$ cat src/verilog/soundPkg.sv
/*
  Shared definitions for the two-channel square-wave sound unit
  - Vector typedefs for register, channel and sample widths
  - Envelope FSM state encoding
  - Prescaler and sample-rate periods, credit depth
  - Register map addresses and field offsets
*/
`default_nettype none

package soundPkg;

	////////////////////
	// Vector types
	////////////////////
	typedef logic [3:0]  regAddrT;
	typedef logic [7:0]  regDataT;
	typedef logic [10:0] freqT;
	typedef logic [3:0]  volumeT;
	typedef logic [5:0]  lengthT;
	typedef logic [1:0]  dutyT;
	typedef logic [2:0]  envPeriodT;
	// Biased level, 15 sits in the middle
	typedef logic [4:0]  levelT;
	typedef logic [5:0]  sampleT;
	typedef logic [2:0]  creditT;

	// Envelope FSM
	typedef enum logic [1:0] {
		envIdle,
		envCount,
		envHold
	} envStateT;

	////////////////////
	// Timing
	////////////////////
	// Scaled down so simulation stays short
	localparam int LengthTickCycles   = 64;
	localparam int EnvelopeTickCycles = 256;
	localparam int SamplePeriodCycles = 16;
	localparam int SampleCredits      = 4;
	localparam int SilentLevel        = 15;

	// Counter widths derived from the periods
	localparam int LengthCountBits = $clog2(LengthTickCycles);
	localparam int SeqCountBits    = $clog2(EnvelopeTickCycles);
	localparam int SlotCountBits   = $clog2(SamplePeriodCycles);

	////////////////////
	// Register map
	////////////////////
	localparam int ChannelBytes     = 8;
	localparam int Ch0Base          = 0;
	localparam int Ch1Base          = 4;
	// Per-channel offsets
	localparam int OffsetDutyLength = 0;
	localparam int OffsetEnvelope   = 1;
	localparam int OffsetFreqLow    = 2;
	localparam int OffsetFreqHigh   = 3;
	localparam regAddrT AddrStatus  = 4'd8;

endpackage

`default_nettype wire

$ cat src/verilog/frameSequencer.sv
/*
  Frame sequencer
  - Free-running clock divider
  - Length tick strobe every LengthTickCycles
  - Envelope tick strobe every EnvelopeTickCycles, on every fourth length tick
*/
`timescale 1ns/1ns
`default_nettype none

module frameSequencer import soundPkg::*; (
	input  wire  iClock,
	input  wire  rstN,
	output logic lengthTick,
	output logic envelopeTick
);

	logic [SeqCountBits-1:0] divCount;

	// Single divider for both strobes
	always_ff @(posedge iClock) begin
		if (!rstN) begin
			divCount <= '0;
		end else begin
			divCount <= divCount + 1'b1;
		end
	end

	////////////////////
	// Strobes
	////////////////////
	// Low bits all ones marks a length tick
	assign lengthTick =
		divCount[LengthCountBits-1:0] == LengthCountBits'(LengthTickCycles - 1);

	// Full count all ones, so it lines up with a length tick
	assign envelopeTick = divCount == SeqCountBits'(EnvelopeTickCycles - 1);

endmodule

`default_nettype wire

$ cat src/verilog/sampleMixer.sv
/*
  Sample mixer
  - Sample slot divider
  - Two-channel level sum
  - Credit counter for the sample output
*/
`timescale 1ns/1ns
`default_nettype none

module sampleMixer import soundPkg::*; (
	input  wire    iClock,
	input  wire    rstN,
	input  levelT  level0,
	input  levelT  level1,
	input  wire    creditReturn,
	output sampleT sample,
	output logic   sampleValid
);

	logic [SlotCountBits-1:0] slotCount;
	logic                     slot;
	creditT                   credits;
	logic                     sendNow;

	////////////////////
	// Slot divider
	////////////////////
	always_ff @(posedge iClock) begin
		if (!rstN) begin
			slotCount <= '0;
		end else begin
			slotCount <= slotCount + 1'b1;
		end
	end

	// Last count of each period is the slot
	assign slot = slotCount == SlotCountBits'(SamplePeriodCycles - 1);

	// A return in this same cycle counts as credit
	assign sendNow = slot && ((credits != '0) || creditReturn);

	////////////////////
	// Credits
	////////////////////
	always_ff @(posedge iClock) begin
		if (!rstN) begin
			credits <= creditT'(SampleCredits);
		end else begin
			// Returns in, sends out, both in one cycle
			credits <= credits + creditT'(creditReturn) - creditT'(sendNow);
		end
	end

	// Valid strobe, one cycle per sent sample
	always_ff @(posedge iClock) begin
		if (!rstN) begin
			sampleValid <= 1'b0;
		end else begin
			sampleValid <= sendNow;
		end
	end

	// Sum captured only on a sent slot
	// Dropped slots leave the old value
	always_ff @(posedge iClock) begin
		if (sendNow) begin
			sample <= sampleT'(level0) + sampleT'(level1);
		end
	end

endmodule

`default_nettype wire

$ cat src/verilog/soundRegisters.sv
/*
  Register file for the sound unit
  - Eight channel bytes, four per channel
  - Field decode into typed channel settings
  - One-cycle trigger pulse per channel
  - Combinational readback with status at address 8
*/
`timescale 1ns/1ns
`default_nettype none

module soundRegisters import soundPkg::*; (
	input  wire        iClock,
	input  wire        rstN,
	input  wire        regWrite,
	input  regAddrT    regAddr,
	input  regDataT    regWriteData,
	input  wire  [1:0] channelOn,
	output regDataT    regReadData,
	// Channel 0 settings
	output dutyT       duty_0,
	output lengthT     length_0,
	output volumeT     initVolume_0,
	output logic       envUp_0,
	output envPeriodT  envPeriod_0,
	output freqT       freq_0,
	output logic       timed_0,
	output logic       trigger_0,
	// Channel 1 settings
	output dutyT       duty_1,
	output lengthT     length_1,
	output volumeT     initVolume_1,
	output logic       envUp_1,
	output envPeriodT  envPeriod_1,
	output freqT       freq_1,
	output logic       timed_1,
	output logic       trigger_1
);

	regDataT chanBytes [ChannelBytes];
	logic    chanSelect;
	logic    isHighByte;
	logic    isTrigger;

	// Address decode
	assign chanSelect = regAddr < regAddrT'(ChannelBytes);
	assign isHighByte = regAddr[1:0] == 2'(OffsetFreqHigh);
	// Trigger bit only acts, never stored
	assign isTrigger  = regWrite && chanSelect && isHighByte && regWriteData[7];

	////////////////////
	// Byte storage
	////////////////////
	always_ff @(posedge iClock) begin
		if (!rstN) begin
			for (int i = 0; i < ChannelBytes; i++) begin
				chanBytes[i] <= '0;
			end
		end else if (regWrite && chanSelect) begin
			// Bit 7 of the high byte reads back clear
			if (isHighByte) begin
				chanBytes[regAddr[2:0]] <= {1'b0, regWriteData[6:0]};
			end else begin
				chanBytes[regAddr[2:0]] <= regWriteData;
			end
		end
	end

	// Trigger pulses, one cycle after the write edge
	always_ff @(posedge iClock) begin
		if (!rstN) begin
			trigger_0 <= 1'b0;
			trigger_1 <= 1'b0;
		end else begin
			trigger_0 <= isTrigger && (regAddr < regAddrT'(Ch1Base));
			trigger_1 <= isTrigger && (regAddr >= regAddrT'(Ch1Base));
		end
	end

	////////////////////
	// Field decode
	////////////////////
	// Duty and length
	assign duty_0       = chanBytes[Ch0Base + OffsetDutyLength][7:6];
	assign length_0     = chanBytes[Ch0Base + OffsetDutyLength][5:0];
	assign duty_1       = chanBytes[Ch1Base + OffsetDutyLength][7:6];
	assign length_1     = chanBytes[Ch1Base + OffsetDutyLength][5:0];

	// Envelope volume, direction, period
	assign initVolume_0 = chanBytes[Ch0Base + OffsetEnvelope][7:4];
	assign envUp_0      = chanBytes[Ch0Base + OffsetEnvelope][3];
	assign envPeriod_0  = chanBytes[Ch0Base + OffsetEnvelope][2:0];
	assign initVolume_1 = chanBytes[Ch1Base + OffsetEnvelope][7:4];
	assign envUp_1      = chanBytes[Ch1Base + OffsetEnvelope][3];
	assign envPeriod_1  = chanBytes[Ch1Base + OffsetEnvelope][2:0];

	// Frequency spans low byte and three high bits
	assign freq_0  = {chanBytes[Ch0Base + OffsetFreqHigh][2:0], chanBytes[Ch0Base + OffsetFreqLow]};
	assign freq_1  = {chanBytes[Ch1Base + OffsetFreqHigh][2:0], chanBytes[Ch1Base + OffsetFreqLow]};
	assign timed_0 = chanBytes[Ch0Base + OffsetFreqHigh][6];
	assign timed_1 = chanBytes[Ch1Base + OffsetFreqHigh][6];

	////////////////////
	// Readback
	////////////////////
	always_comb begin
		if (chanSelect) begin
			regReadData = chanBytes[regAddr[2:0]];
		end else if (regAddr == AddrStatus) begin
			regReadData = {6'b0, channelOn};
		end else begin
			regReadData = '0;
		end
	end

endmodule

`default_nettype wire

$ cat src/verilog/soundTop.sv
/*
  Sound unit top level
  - Register file and frame sequencer
  - Two square channels
  - Sample mixer with credit output
*/
`timescale 1ns/1ns
`default_nettype none

module soundTop import soundPkg::*; (
	input  wire     iClock,
	input  wire     rstN,
	// Register port
	input  wire     regWrite,
	input  regAddrT regAddr,
	input  regDataT regWriteData,
	output regDataT regReadData,
	// Sample port
	output sampleT  sample,
	output logic    sampleValid,
	input  wire     creditReturn
);

	dutyT      duty0, duty1;
	lengthT    length0, length1;
	volumeT    initVolume0, initVolume1;
	logic      envUp0, envUp1;
	envPeriodT envPeriod0, envPeriod1;
	freqT      freq0, freq1;
	logic      timed0, timed1;
	logic      trigger0, trigger1;
	logic      lengthTick, envelopeTick;
	levelT     level0, level1;
	logic      channelOn0, channelOn1;

	soundRegisters registers (
		.iClock, .rstN, .regWrite, .regAddr, .regWriteData, .regReadData,
		.channelOn    ({channelOn1, channelOn0}),
		.duty_0       (duty0),       .length_0   (length0),
		.initVolume_0 (initVolume0), .envUp_0    (envUp0),
		.envPeriod_0  (envPeriod0),  .freq_0     (freq0),
		.timed_0      (timed0),      .trigger_0  (trigger0),
		.duty_1       (duty1),       .length_1   (length1),
		.initVolume_1 (initVolume1), .envUp_1    (envUp1),
		.envPeriod_1  (envPeriod1),  .freq_1     (freq1),
		.timed_1      (timed1),      .trigger_1  (trigger1)
	);

	// Shared tick strobes
	frameSequencer sequencer (.iClock, .rstN, .lengthTick, .envelopeTick);

	////////////////////
	// Channels
	////////////////////
	squareChannel channel0 (
		.iClock, .rstN, .trigger(trigger0), .duty(duty0), .length(length0),
		.initVolume(initVolume0), .envUp(envUp0), .envPeriod(envPeriod0),
		.freq(freq0), .timed(timed0), .lengthTick, .envelopeTick,
		.level(level0), .channelOn(channelOn0)
	);

	squareChannel channel1 (
		.iClock, .rstN, .trigger(trigger1), .duty(duty1), .length(length1),
		.initVolume(initVolume1), .envUp(envUp1), .envPeriod(envPeriod1),
		.freq(freq1), .timed(timed1), .lengthTick, .envelopeTick,
		.level(level1), .channelOn(channelOn1)
	);

	// Mix and credit output
	sampleMixer mixer (
		.iClock, .rstN, .level0, .level1, .creditReturn, .sample, .sampleValid
	);

endmodule

`default_nettype wire

$ cat src/verilog/squareChannel.sv
/*
  Square-wave channel
  - Frequency timer and 8-step duty position
  - Duty pattern select
  - Volume envelope FSM
  - Length counter for timed mode
  - Biased output level, SilentLevel when off
*/
`timescale 1ns/1ns
`default_nettype none

module squareChannel import soundPkg::*; (
	input  wire        iClock,
	input  wire        rstN,
	input  wire        trigger,
	input  dutyT       duty,
	input  lengthT     length,
	input  volumeT     initVolume,
	input  wire        envUp,
	input  envPeriodT  envPeriod,
	input  freqT       freq,
	input  wire        timed,
	input  wire        lengthTick,
	input  wire        envelopeTick,
	output levelT      level,
	output logic       channelOn
);

	logic [11:0] freqTimer;
	logic [11:0] freqReload;
	logic [2:0]  dutyPos;
	logic        dutyHigh;
	envStateT    envState;
	envPeriodT   envCounter;
	volumeT      volume;
	logic        envAtLimit;
	logic [6:0]  lengthCount;

	// 2048 minus freq, so range is 1 to 2048
	assign freqReload = 12'd2048 - {1'b0, freq};

	////////////////////
	// Frequency timer
	////////////////////
	always_ff @(posedge iClock) begin
		if (!rstN) begin
			freqTimer <= '0;
			dutyPos   <= '0;
		end else if (trigger) begin
			freqTimer <= freqReload;
			dutyPos   <= '0;
		end else if (freqTimer <= 12'd1) begin
			// Expiry, step the waveform
			freqTimer <= freqReload;
			dutyPos   <= dutyPos + 1'b1;
		end else begin
			freqTimer <= freqTimer - 1'b1;
		end
	end

	// Duty patterns over positions 0..7
	always_comb begin
		case (duty)
			2'd0:    dutyHigh = dutyPos == 3'd7;
			2'd1:    dutyHigh = dutyPos >= 3'd6;
			2'd2:    dutyHigh = dutyPos >= 3'd4;
			default: dutyHigh = dutyPos <= 3'd5;
		endcase
	end

	////////////////////
	// Envelope
	////////////////////
	// Top or bottom reached in the current direction
	assign envAtLimit = envUp ? (volume == 4'd15) : (volume == 4'd0);

	always_ff @(posedge iClock) begin
		if (!rstN) begin
			envState   <= envIdle;
			envCounter <= '0;
			volume     <= '0;
		end else if (trigger) begin
			volume     <= initVolume;
			envCounter <= '0;
			envState   <= (envPeriod == '0) ? envIdle : envCount;
		end else begin
			case (envState)
				envCount: begin
					if (envPeriod == '0) begin
						envState <= envIdle;
					end else if (envelopeTick) begin
						if (envCounter == envPeriod - 1'b1) begin
							envCounter <= '0;
							// Step once per period, stop at the rail
							if (envAtLimit) begin
								envState <= envHold;
							end else if (envUp) begin
								volume <= volume + 1'b1;
							end else begin
								volume <= volume - 1'b1;
							end
						end else begin
							envCounter <= envCounter + 1'b1;
						end
					end
				end
				// Idle and hold keep the volume until next trigger
				default: envState <= envState;
			endcase
		end
	end

	////////////////////
	// Length counter
	////////////////////
	always_ff @(posedge iClock) begin
		if (!rstN) begin
			lengthCount <= '0;
			channelOn   <= 1'b0;
		end else if (trigger) begin
			lengthCount <= 7'd64 - {1'b0, length};
			channelOn   <= 1'b1;
		end else if (timed && channelOn && lengthTick) begin
			// Last tick turns the channel off
			if (lengthCount <= 7'd1) begin
				lengthCount <= '0;
				channelOn   <= 1'b0;
			end else begin
				lengthCount <= lengthCount - 1'b1;
			end
		end
	end

	// Output remap around the silent level
	always_ff @(posedge iClock) begin
		if (!rstN) begin
			level <= levelT'(SilentLevel);
		end else if (!channelOn) begin
			level <= levelT'(SilentLevel);
		end else if (dutyHigh) begin
			level <= levelT'(SilentLevel) + {1'b0, volume};
		end else begin
			level <= levelT'(SilentLevel) - {1'b0, volume};
		end
	end

endmodule

`default_nettype wire

$ cat config.mk
export PLATFORM = sky130hd
export DESIGN_NAME = soundTop
export DESIGN_NICKNAME = d
export VERILOG_FILES = /design/src/verilog/soundPkg.sv /design/src/verilog/frameSequencer.sv /design/src/verilog/sampleMixer.sv /design/src/verilog/soundRegisters.sv /design/src/verilog/soundTop.sv /design/src/verilog/squareChannel.sv
export SDC_FILE = /design/constraint.sdc
export NUM_CORES = 1
export LEC_CHECK = 0
export BUFFER_PORTS_ARGS = -buffer_cell sky130_fd_sc_hd__buf_4
export CORE_ASPECT_RATIO = 1.2
export CORE_MARGIN = 2
export CORE_UTILIZATION = 58
export DETAILED_ROUTE_END_ITERATION = 12
export PLACE_DENSITY_LB_ADDON = 0.3
export SLEW_MARGIN = 20
export SYNTH_ARGS = -nofsm -noshare
export SYNTH_HDL_FRONTEND = slang
export SYNTH_SLANG_ARGS = --single-unit
$ cat constraint.sdc
create_clock -name iClock -period 2.58 [get_ports iClock]
set_input_delay 0.387 -clock iClock [delete_from_list [all_inputs] [get_ports iClock]]
set_output_delay 0.387 -clock iClock [all_outputs]
set_load 0.05 [all_outputs]
==> metrics.cfg, run 1 <==
[floorplan]
initial_core_util=0.588
row_count=49
die_x_um=116
die_h_um=139
die-area_um2=16100
coreArea_um2=14900
ios=31

[timing]
fin_setup_tns_ns=0
layout_worst_path_cycle_share=0.908
slew_headroom=0.578
period_minus_slack_ns=2.34
finalHoldViolCount=0
fmax_ghz=0.427
finClkSkew_ns=0.00843
slew_violations=0
tightest_slew_ns=0.625
rsz0062_at_grt=no
final-setup-viol-count=0

[finish]
regArea_um2=3940
fillers=1182
final_cell_mix=dfxtp_1 (92), nor2_1 (85), edfxtp_1 (70), and2_1 (68), nand2_1 (54)
multiInputGateArea_um2=4520
drive_gt1_frac=0.124
utilization=0.668
antenna_cells=0
nets=990
syn_to_final_growth_pct=13.5
mostFrequentLayoutCell=dfxtp_1

[worst_setup_path]
worstPathRequired_ns=2.94
r2r_end=channel0.volume[3]
rr_worst_depth=7
r2r_start=registers.chanBytes[1][1]
regToRegSetupSlack_ns=0.24
end_kind=flop
crit_path_start_kind=flop
critPathLaunch=registers.chanBytes[1][1]
setup.worst_path.class=reg2reg
cp.arrival_ns=2.70
crit_fanout=7
critPathCapture=channel0.volume[3]

[place]
hpwl_um=14300
routabilityCongestion=0.918
io_buffers=30

[synthesis]
syn-cell-area_um2=8760
synth_cells=887
synth_top_family_by_area=simple AND/OR/NAND/NOR gates
synthXorXnorAreaFrac=0.0734
synth_edf_count=70
synth_cell_types=69
syn-mean-instance-area_um2=9.88
synth_simple_gate_area_share=0.215
synth-main-ff-cell=dfxtp_1
async_reset_ff_frac=0
ys_ff_latch=162
ys_seq_area_frac=0.450
ys_warn_count=0
muxShareOfSynthArea=0.0483
synth_fa_ha_area_frac=0.0691
synth_compound_area_frac=0.109

[cts]
cts-htree-levels=4
cts-root-buf=clkbuf_16
post_cts_resize_count=0
cts_tree=built
path_clk_slew_ns=0.07
clk_latency_ns=0.44
post-cts-setup-buffers=0
cts_buffer_depth=2
numCtsBuffers=17
hold_buffers=0
cts_sinks=162

[global_routing]
track_usage=0.262
grt_antenna_before_repair=0
grt_max_degree=47
grt_pass1_vias=6546
grt_overflow=0
grt_pass1_wl_um=32400

[route]
drtPass1Iterations=5
initialDrtViolationCount=450
wl_per_cell_um=17.8
drt-total-wl_um=20400
via_per_inst=5.89
drtAntennaViolNets=0
drcViolationCount=0
via_count=6745

[run]
cap_violations=0

[pwr]
switching_share=0.283
leakage_nw=3.85
vdd_drop_max_v=0.000614
p_comb_frac=0.197
pwr_density_cell_nw_per_um2=745
p_sw_mw=2.10
p_int_mw=5.31
p_clk_frac=0.375
seq_power_share=0.427

[hold_path]
hp-class=in2reg

[outcome]
status=complete, no violations

[layout make-up]
class | count | share of cell area
inverter | 49 | 0.0185
clock buffer | 20 | 0.0481
sequential | 162 | 0.397
multi-input combinational | 647 | 0.455
clock inverter | 12 | 0.0179
tap | 204 | 0.0257
timing repair buffer | 51 | 0.0385
[power groups by stage]
stage	Clock [mW]	Sequential [mW]	Combinational (mW)
2_1_floorplan	0	3.14	1.15
3_3_place_gp	0	3.21	1.41
3_5_place_dp	0	3.22	1.44
4_1_cts	2.81	3.16	1.46
5_1_grt	2.90	3.19	1.62
6_report	2.78	3.17	1.46
[registers in the layout (all words and copies together) (netlist names), 4 cells and up]
signal and cells:
mixer.sample 6, channel0.lengthCount 7, sequencer.divCount 8, channel1.freqTimer 12, mixer.slotCount 4, channel1.level 5, channel0.volume 4, channel1.volume 4
channel0.freqTimer 12, channel1.lengthCount 7, registers.chanBytes 64, channel0.level 5
[per-layer routing]
layer  vias to the layer above  global-route usage  routed length (µm)
met5                         -                   0                   0
met4                         0               0.114                 694
li1                       3251                   -                   -
met2                       230               0.433               10000
met3                        56              0.0516                1230
met1                      3208               0.331                8460
[critical path, cell delays in order, from the launching register on]
cell	delay (ns)
edfxtp_1	0.43
inv_1	0.13
ha_1	0.25
xnor2_1	0.15
nor3_2	0.38
nand3b_1	0.32
or3_1	0.43
a31oi_1	0.18
[synthesized netlist by cell type, drive strengths merged (12+ instances only)]
| cell type | n | area [µm²] |
|---|---|---|
| dfxtp | 92 | 1840 |
| nand2 | 54 | 203 |
| xor2 | 23 | 201 |
| xnor2 | 45 | 394 |
| ha | 42 | 526 |
| nor2 | 85 | 319 |
| and2 | 68 | 425 |
| a21oi | 43 | 215 |
| mux2i | 13 | 130 |
| nand3 | 32 | 165 |
| nor4 | 12 | 96.3 |
| edfxtp | 70 | 2100 |
| inv | 49 | 184 |
| clkbuf | 23 | 86.3 |
| a211oi | 16 | 125 |
| o21ai | 35 | 175 |
| nor3 | 31 | 180 |
[worst min path at each step]
stage / slack (ns) / end / from / depth (start not counted)
global placement: 0.43 / mixer.slotCount[0] / mixer.slotCount[0] / 1
CTS: 0.28 / mixer.credits[0] / creditReturn / 3
detailed placement: 0.45 / mixer.slotCount[0] / mixer.slotCount[0] / 1
floorplan: 0.42 / mixer.slotCount[0] / mixer.slotCount[0] / 1
finish: 0.29 / mixer.credits[0] / creditReturn / 3
global route: 0.30 / mixer.credits[0] / creditReturn / 3
[cells by family (layout without fill, tap and decap cells)]
| family | after synthesis | after routing |
|---|---|---|
| compound gates | 150 | 150 |
| fa+ha+maj | 46 | 46 |
| flops | 162 | 162 |
| buf+inv | 79 | 132 |
| other cells | 1 | 2 |
| simple gates | 350 | 350 |
| mux | 29 | 29 |
| xor+xnor | 70 | 70 |
[metrics by stage]
stage	hold WS (ns)	instance area (µm²)	setup WS (ns)	std cells	total power [mW]
floorplan	0.418	8770	0.0790	888	4.29
global placement	0.432	9290	0.343	1113	4.62
detailed placement	0.446	9290	0.294	1113	4.66
CTS	0.283	9940	0.244	1145	7.43
global route	0.296	9940	0.131	1145	7.72
finish	0.293	9940	0.237	1145	7.41
Note: power is estimated with default switching activity, not from simulation.
==> run 2: changes to the inputs <==
--- a/config.mk
+++ b/config.mk
@@ -8,7 +8,7 @@
 export BUFFER_PORTS_ARGS = -buffer_cell sky130_fd_sc_hd__buf_4
 export CORE_ASPECT_RATIO = 1.2
 export CORE_MARGIN = 2
-export CORE_UTILIZATION = 58
+export CORE_UTILIZATION = 33
 export DETAILED_ROUTE_END_ITERATION = 12
 export PLACE_DENSITY_LB_ADDON = 0.3
 export SLEW_MARGIN = 20
==> run 2 against run 1 <==
  * Clock skew is 0.0017 ns higher
  * Total power decreased by 1.9%
  * Flip-flop and latch count is the same
  * Via count down 4.3%
  * Die area rose by 73%
  * Final area increased by 1.5%
  * Clock power down 5%
  * Worst hold slack better by 0.0060 ns
  * Sequential share of layout area decreased by 0.59 points
  * Non-clock buffer count rose by 5
  * Setup slack improved by 0.052 ns
  * Highest routed layer unchanged
==> metrics.cfg, run 2 (synthesis gave the netlist of run 1 again) <==
[outcome]
status=complete, no violations  ; unchanged

[worst_setup_path]
setup.worst_path.class=reg2out  ; was reg2reg
cp.arrival_ns=1.90  ; was 2.70 ns
end_kind=primary output  ; was flop
crit_fanout=6  ; was 7
worstPathRequired_ns=2.19  ; was 2.94 ns
r2r_start=registers.chanBytes[2][0]  ; was registers.chanBytes[1][1]
regToRegSetupSlack_ns=0.36  ; was 0.24 ns
r2r_end=channel0.freqTimer[8]  ; was channel0.volume[3]
crit_path_start_kind=flop  ; unchanged
rr_worst_depth=7  ; unchanged

[timing]
final-setup-viol-count=0  ; unchanged
tightest_slew_ns=0.715  ; was 0.625 ns
finClkSkew_ns=0.0102  ; was 0.00843 ns
layout_worst_path_cycle_share=0.888  ; was 0.908
slew_headroom=0.517  ; was 0.578
holdWs_ns=0.299  ; was 0.293 ns
rsz0062_at_grt=no  ; unchanged
fin_setup_tns_ns=0  ; unchanged
period_minus_slack_ns=2.29  ; was 2.34 ns
slew_violations=0  ; unchanged
fmax_ghz=0.436  ; was 0.427 GHz
finalHoldViolCount=0  ; unchanged
layout_setup_ws_ns=0.288  ; was 0.237 ns

[cts]
cts-htree-levels=4  ; unchanged
clk_latency_ns=0.44  ; about the same
post_cts_resize_count=0  ; unchanged
path_clk_slew_ns=0.07  ; about the same
cts_sinks=162  ; unchanged
numCtsBuffers=17  ; unchanged
cts_tree=built  ; unchanged
cts-root-buf=clkbuf_16  ; unchanged
hold_buffers=0  ; unchanged
cts_buffer_depth=2  ; unchanged
post-cts-setup-buffers=0  ; unchanged

[global_routing]
track_usage=0.159  ; was 0.262
grt_pass1_vias=6285  ; was 6,546
grt_pass1_wl_um=34700  ; was 32,400 µm
grt_max_degree=48  ; was 47
grt_overflow=0  ; unchanged
grt_antenna_before_repair=0  ; unchanged

[finish]
mostFrequentLayoutCell=dfxtp_1  ; unchanged
largest_reg_flops=64  ; unchanged
antenna_cells=0  ; unchanged
syn_to_final_growth_pct=15.2  ; was 13.5%
stdcell_area_um2=10100  ; was 9940 µm²
reg.largest.list=registers.chanBytes: 64 flops, channel0.freqTimer: 12 flops, channel1.freqTimer: 12 flops  ; unchanged
stdcell_count=1281  ; was 1,145
final_cell_mix=dfxtp_1 (92), nor2_1 (85), edfxtp_1 (70), and2_1 (68), buf_4 (56)  ; was dfxtp_1 (92), nor2_1 (85), edfxtp_1 (70), and2_1 (68), nand2_1 (54)
regMostFlops=registers.chanBytes  ; unchanged
nets=995  ; was 990
utilization=0.385  ; was 0.668
drive_gt1_frac=0.127  ; was 0.124

[floorplan]
die_x_um=153  ; was 116 µm
row_count=65  ; was 49
die-area_um2=27900  ; was 16,100 µm²
coreArea_um2=26200  ; was 14,900 µm²
die_h_um=183  ; was 139 µm
ios=31  ; unchanged
initial_core_util=0.335  ; was 0.588

[place]
post-place-ws_ns=0.282  ; was 0.294 ns
place_area_um2=9490  ; was 9290 µm²
io_buffers=30  ; unchanged
routabilityCongestion=0.820  ; was 0.918
dp.cells=1249  ; was 1,113
hpwl_um=15600  ; was 14,300 µm

[hold_path]
hp-class=in2reg  ; unchanged
min_to=mixer.credits[0]  ; unchanged
hold_start=creditReturn  ; unchanged
hold_depth=3  ; unchanged

[route]
drcViolationCount=0  ; unchanged
wl_per_cell_um=16.6  ; was 17.8 µm
drt-total-wl_um=21300  ; was 20,400 µm
via_count=6455  ; was 6,745
drtAntennaViolNets=0  ; unchanged
via_per_inst=5.04  ; was 5.89
drtPass1Iterations=4  ; was 5
initialDrtViolationCount=416  ; was 450

[pwr]
p_comb_frac=0.200  ; was 0.197
power_mw=7.26  ; was 7.41 mW
vdd_drop_max_v=0.000478  ; was 0.000614 V
pwr_density_cell_nw_per_um2=719  ; was 745 nW/µm²
p_clk_frac=0.364  ; was 0.375
p_int_mw=5.11  ; was 5.31 mW
switching_share=0.296  ; was 0.283
seq_power_share=0.436  ; was 0.427
leakage_nw=3.84  ; was 3.85 nW
p_sw_mw=2.15  ; was 2.10 mW

[run]
cap_violations=0  ; unchanged

[run 2: cell count changes in the layout (fill, tap and decap cells not counted)]
cell | before | now
inv_8 | 0 | 1
clkinv_4 | 4 | 2
inv_6 | 0 | 4
clkbuf_8 | 2 | 0
clkinv_1 | 0 | 2
buf_4 | 51 | 56
clkbuf_16 | 18 | 17
bufinv_16 | 4 | 3
clkinv_2 | 3 | 2
[run 2: worst max-delay path by stage]
stage,to,slack (ns),depth (start not counted),start
after floorplan,regReadData[0],0.08,5,regAddr[1]
after global routing,regReadData[4],0.13,5,registers.chanBytes[0][4]
final,regReadData[3],0.29,4,registers.chanBytes[6][3]
after CTS,regReadData[3],0.26,4,registers.chanBytes[6][3]
after detailed placement,registers.chanBytes[0][5],0.28,4,regAddr[2]
after global placement,registers.chanBytes[0][5],0.29,4,regAddr[2]
[run 2: metal layers]
layer | part of all wire | track usage
met1 | 0.45 | 0.201
met2 | 0.50 | 0.277
met3 | 0.044 | 0.0306
met4 | 0.015 | 0.0411
met5 | 0 | 0
[run 2: power groups by stage]
stage          Sequential (mW)  Combinational, mW  Clock (mW)
6_report                  3.17               1.45        2.64
5_1_grt                   3.21               1.64        2.80
4_1_cts                   3.17               1.47        2.68
3_5_place_dp              3.22               1.46           0
3_3_place_gp              3.22               1.44           0
2_1_floorplan             3.14               1.15           0
[run 2: final cells by class]
class | instances | area (µm²)
fillers | 2627 | 16100
multi-input cells | 647 | 4520
flip-flops and latches | 162 | 3940
clock buffers | 17 | 425
repair buffers | 56 | 420
well taps | 335 | 419
inverters | 49 | 184
clock inverters | 15 | 179
[run 2: worst max-delay path: stages, from the launching register on]
cell,delay (ns)
edfxtp_1,0.53
mux4_2,0.51
mux2i_1,0.13
nor2_1,0.10
buf_4,0.20
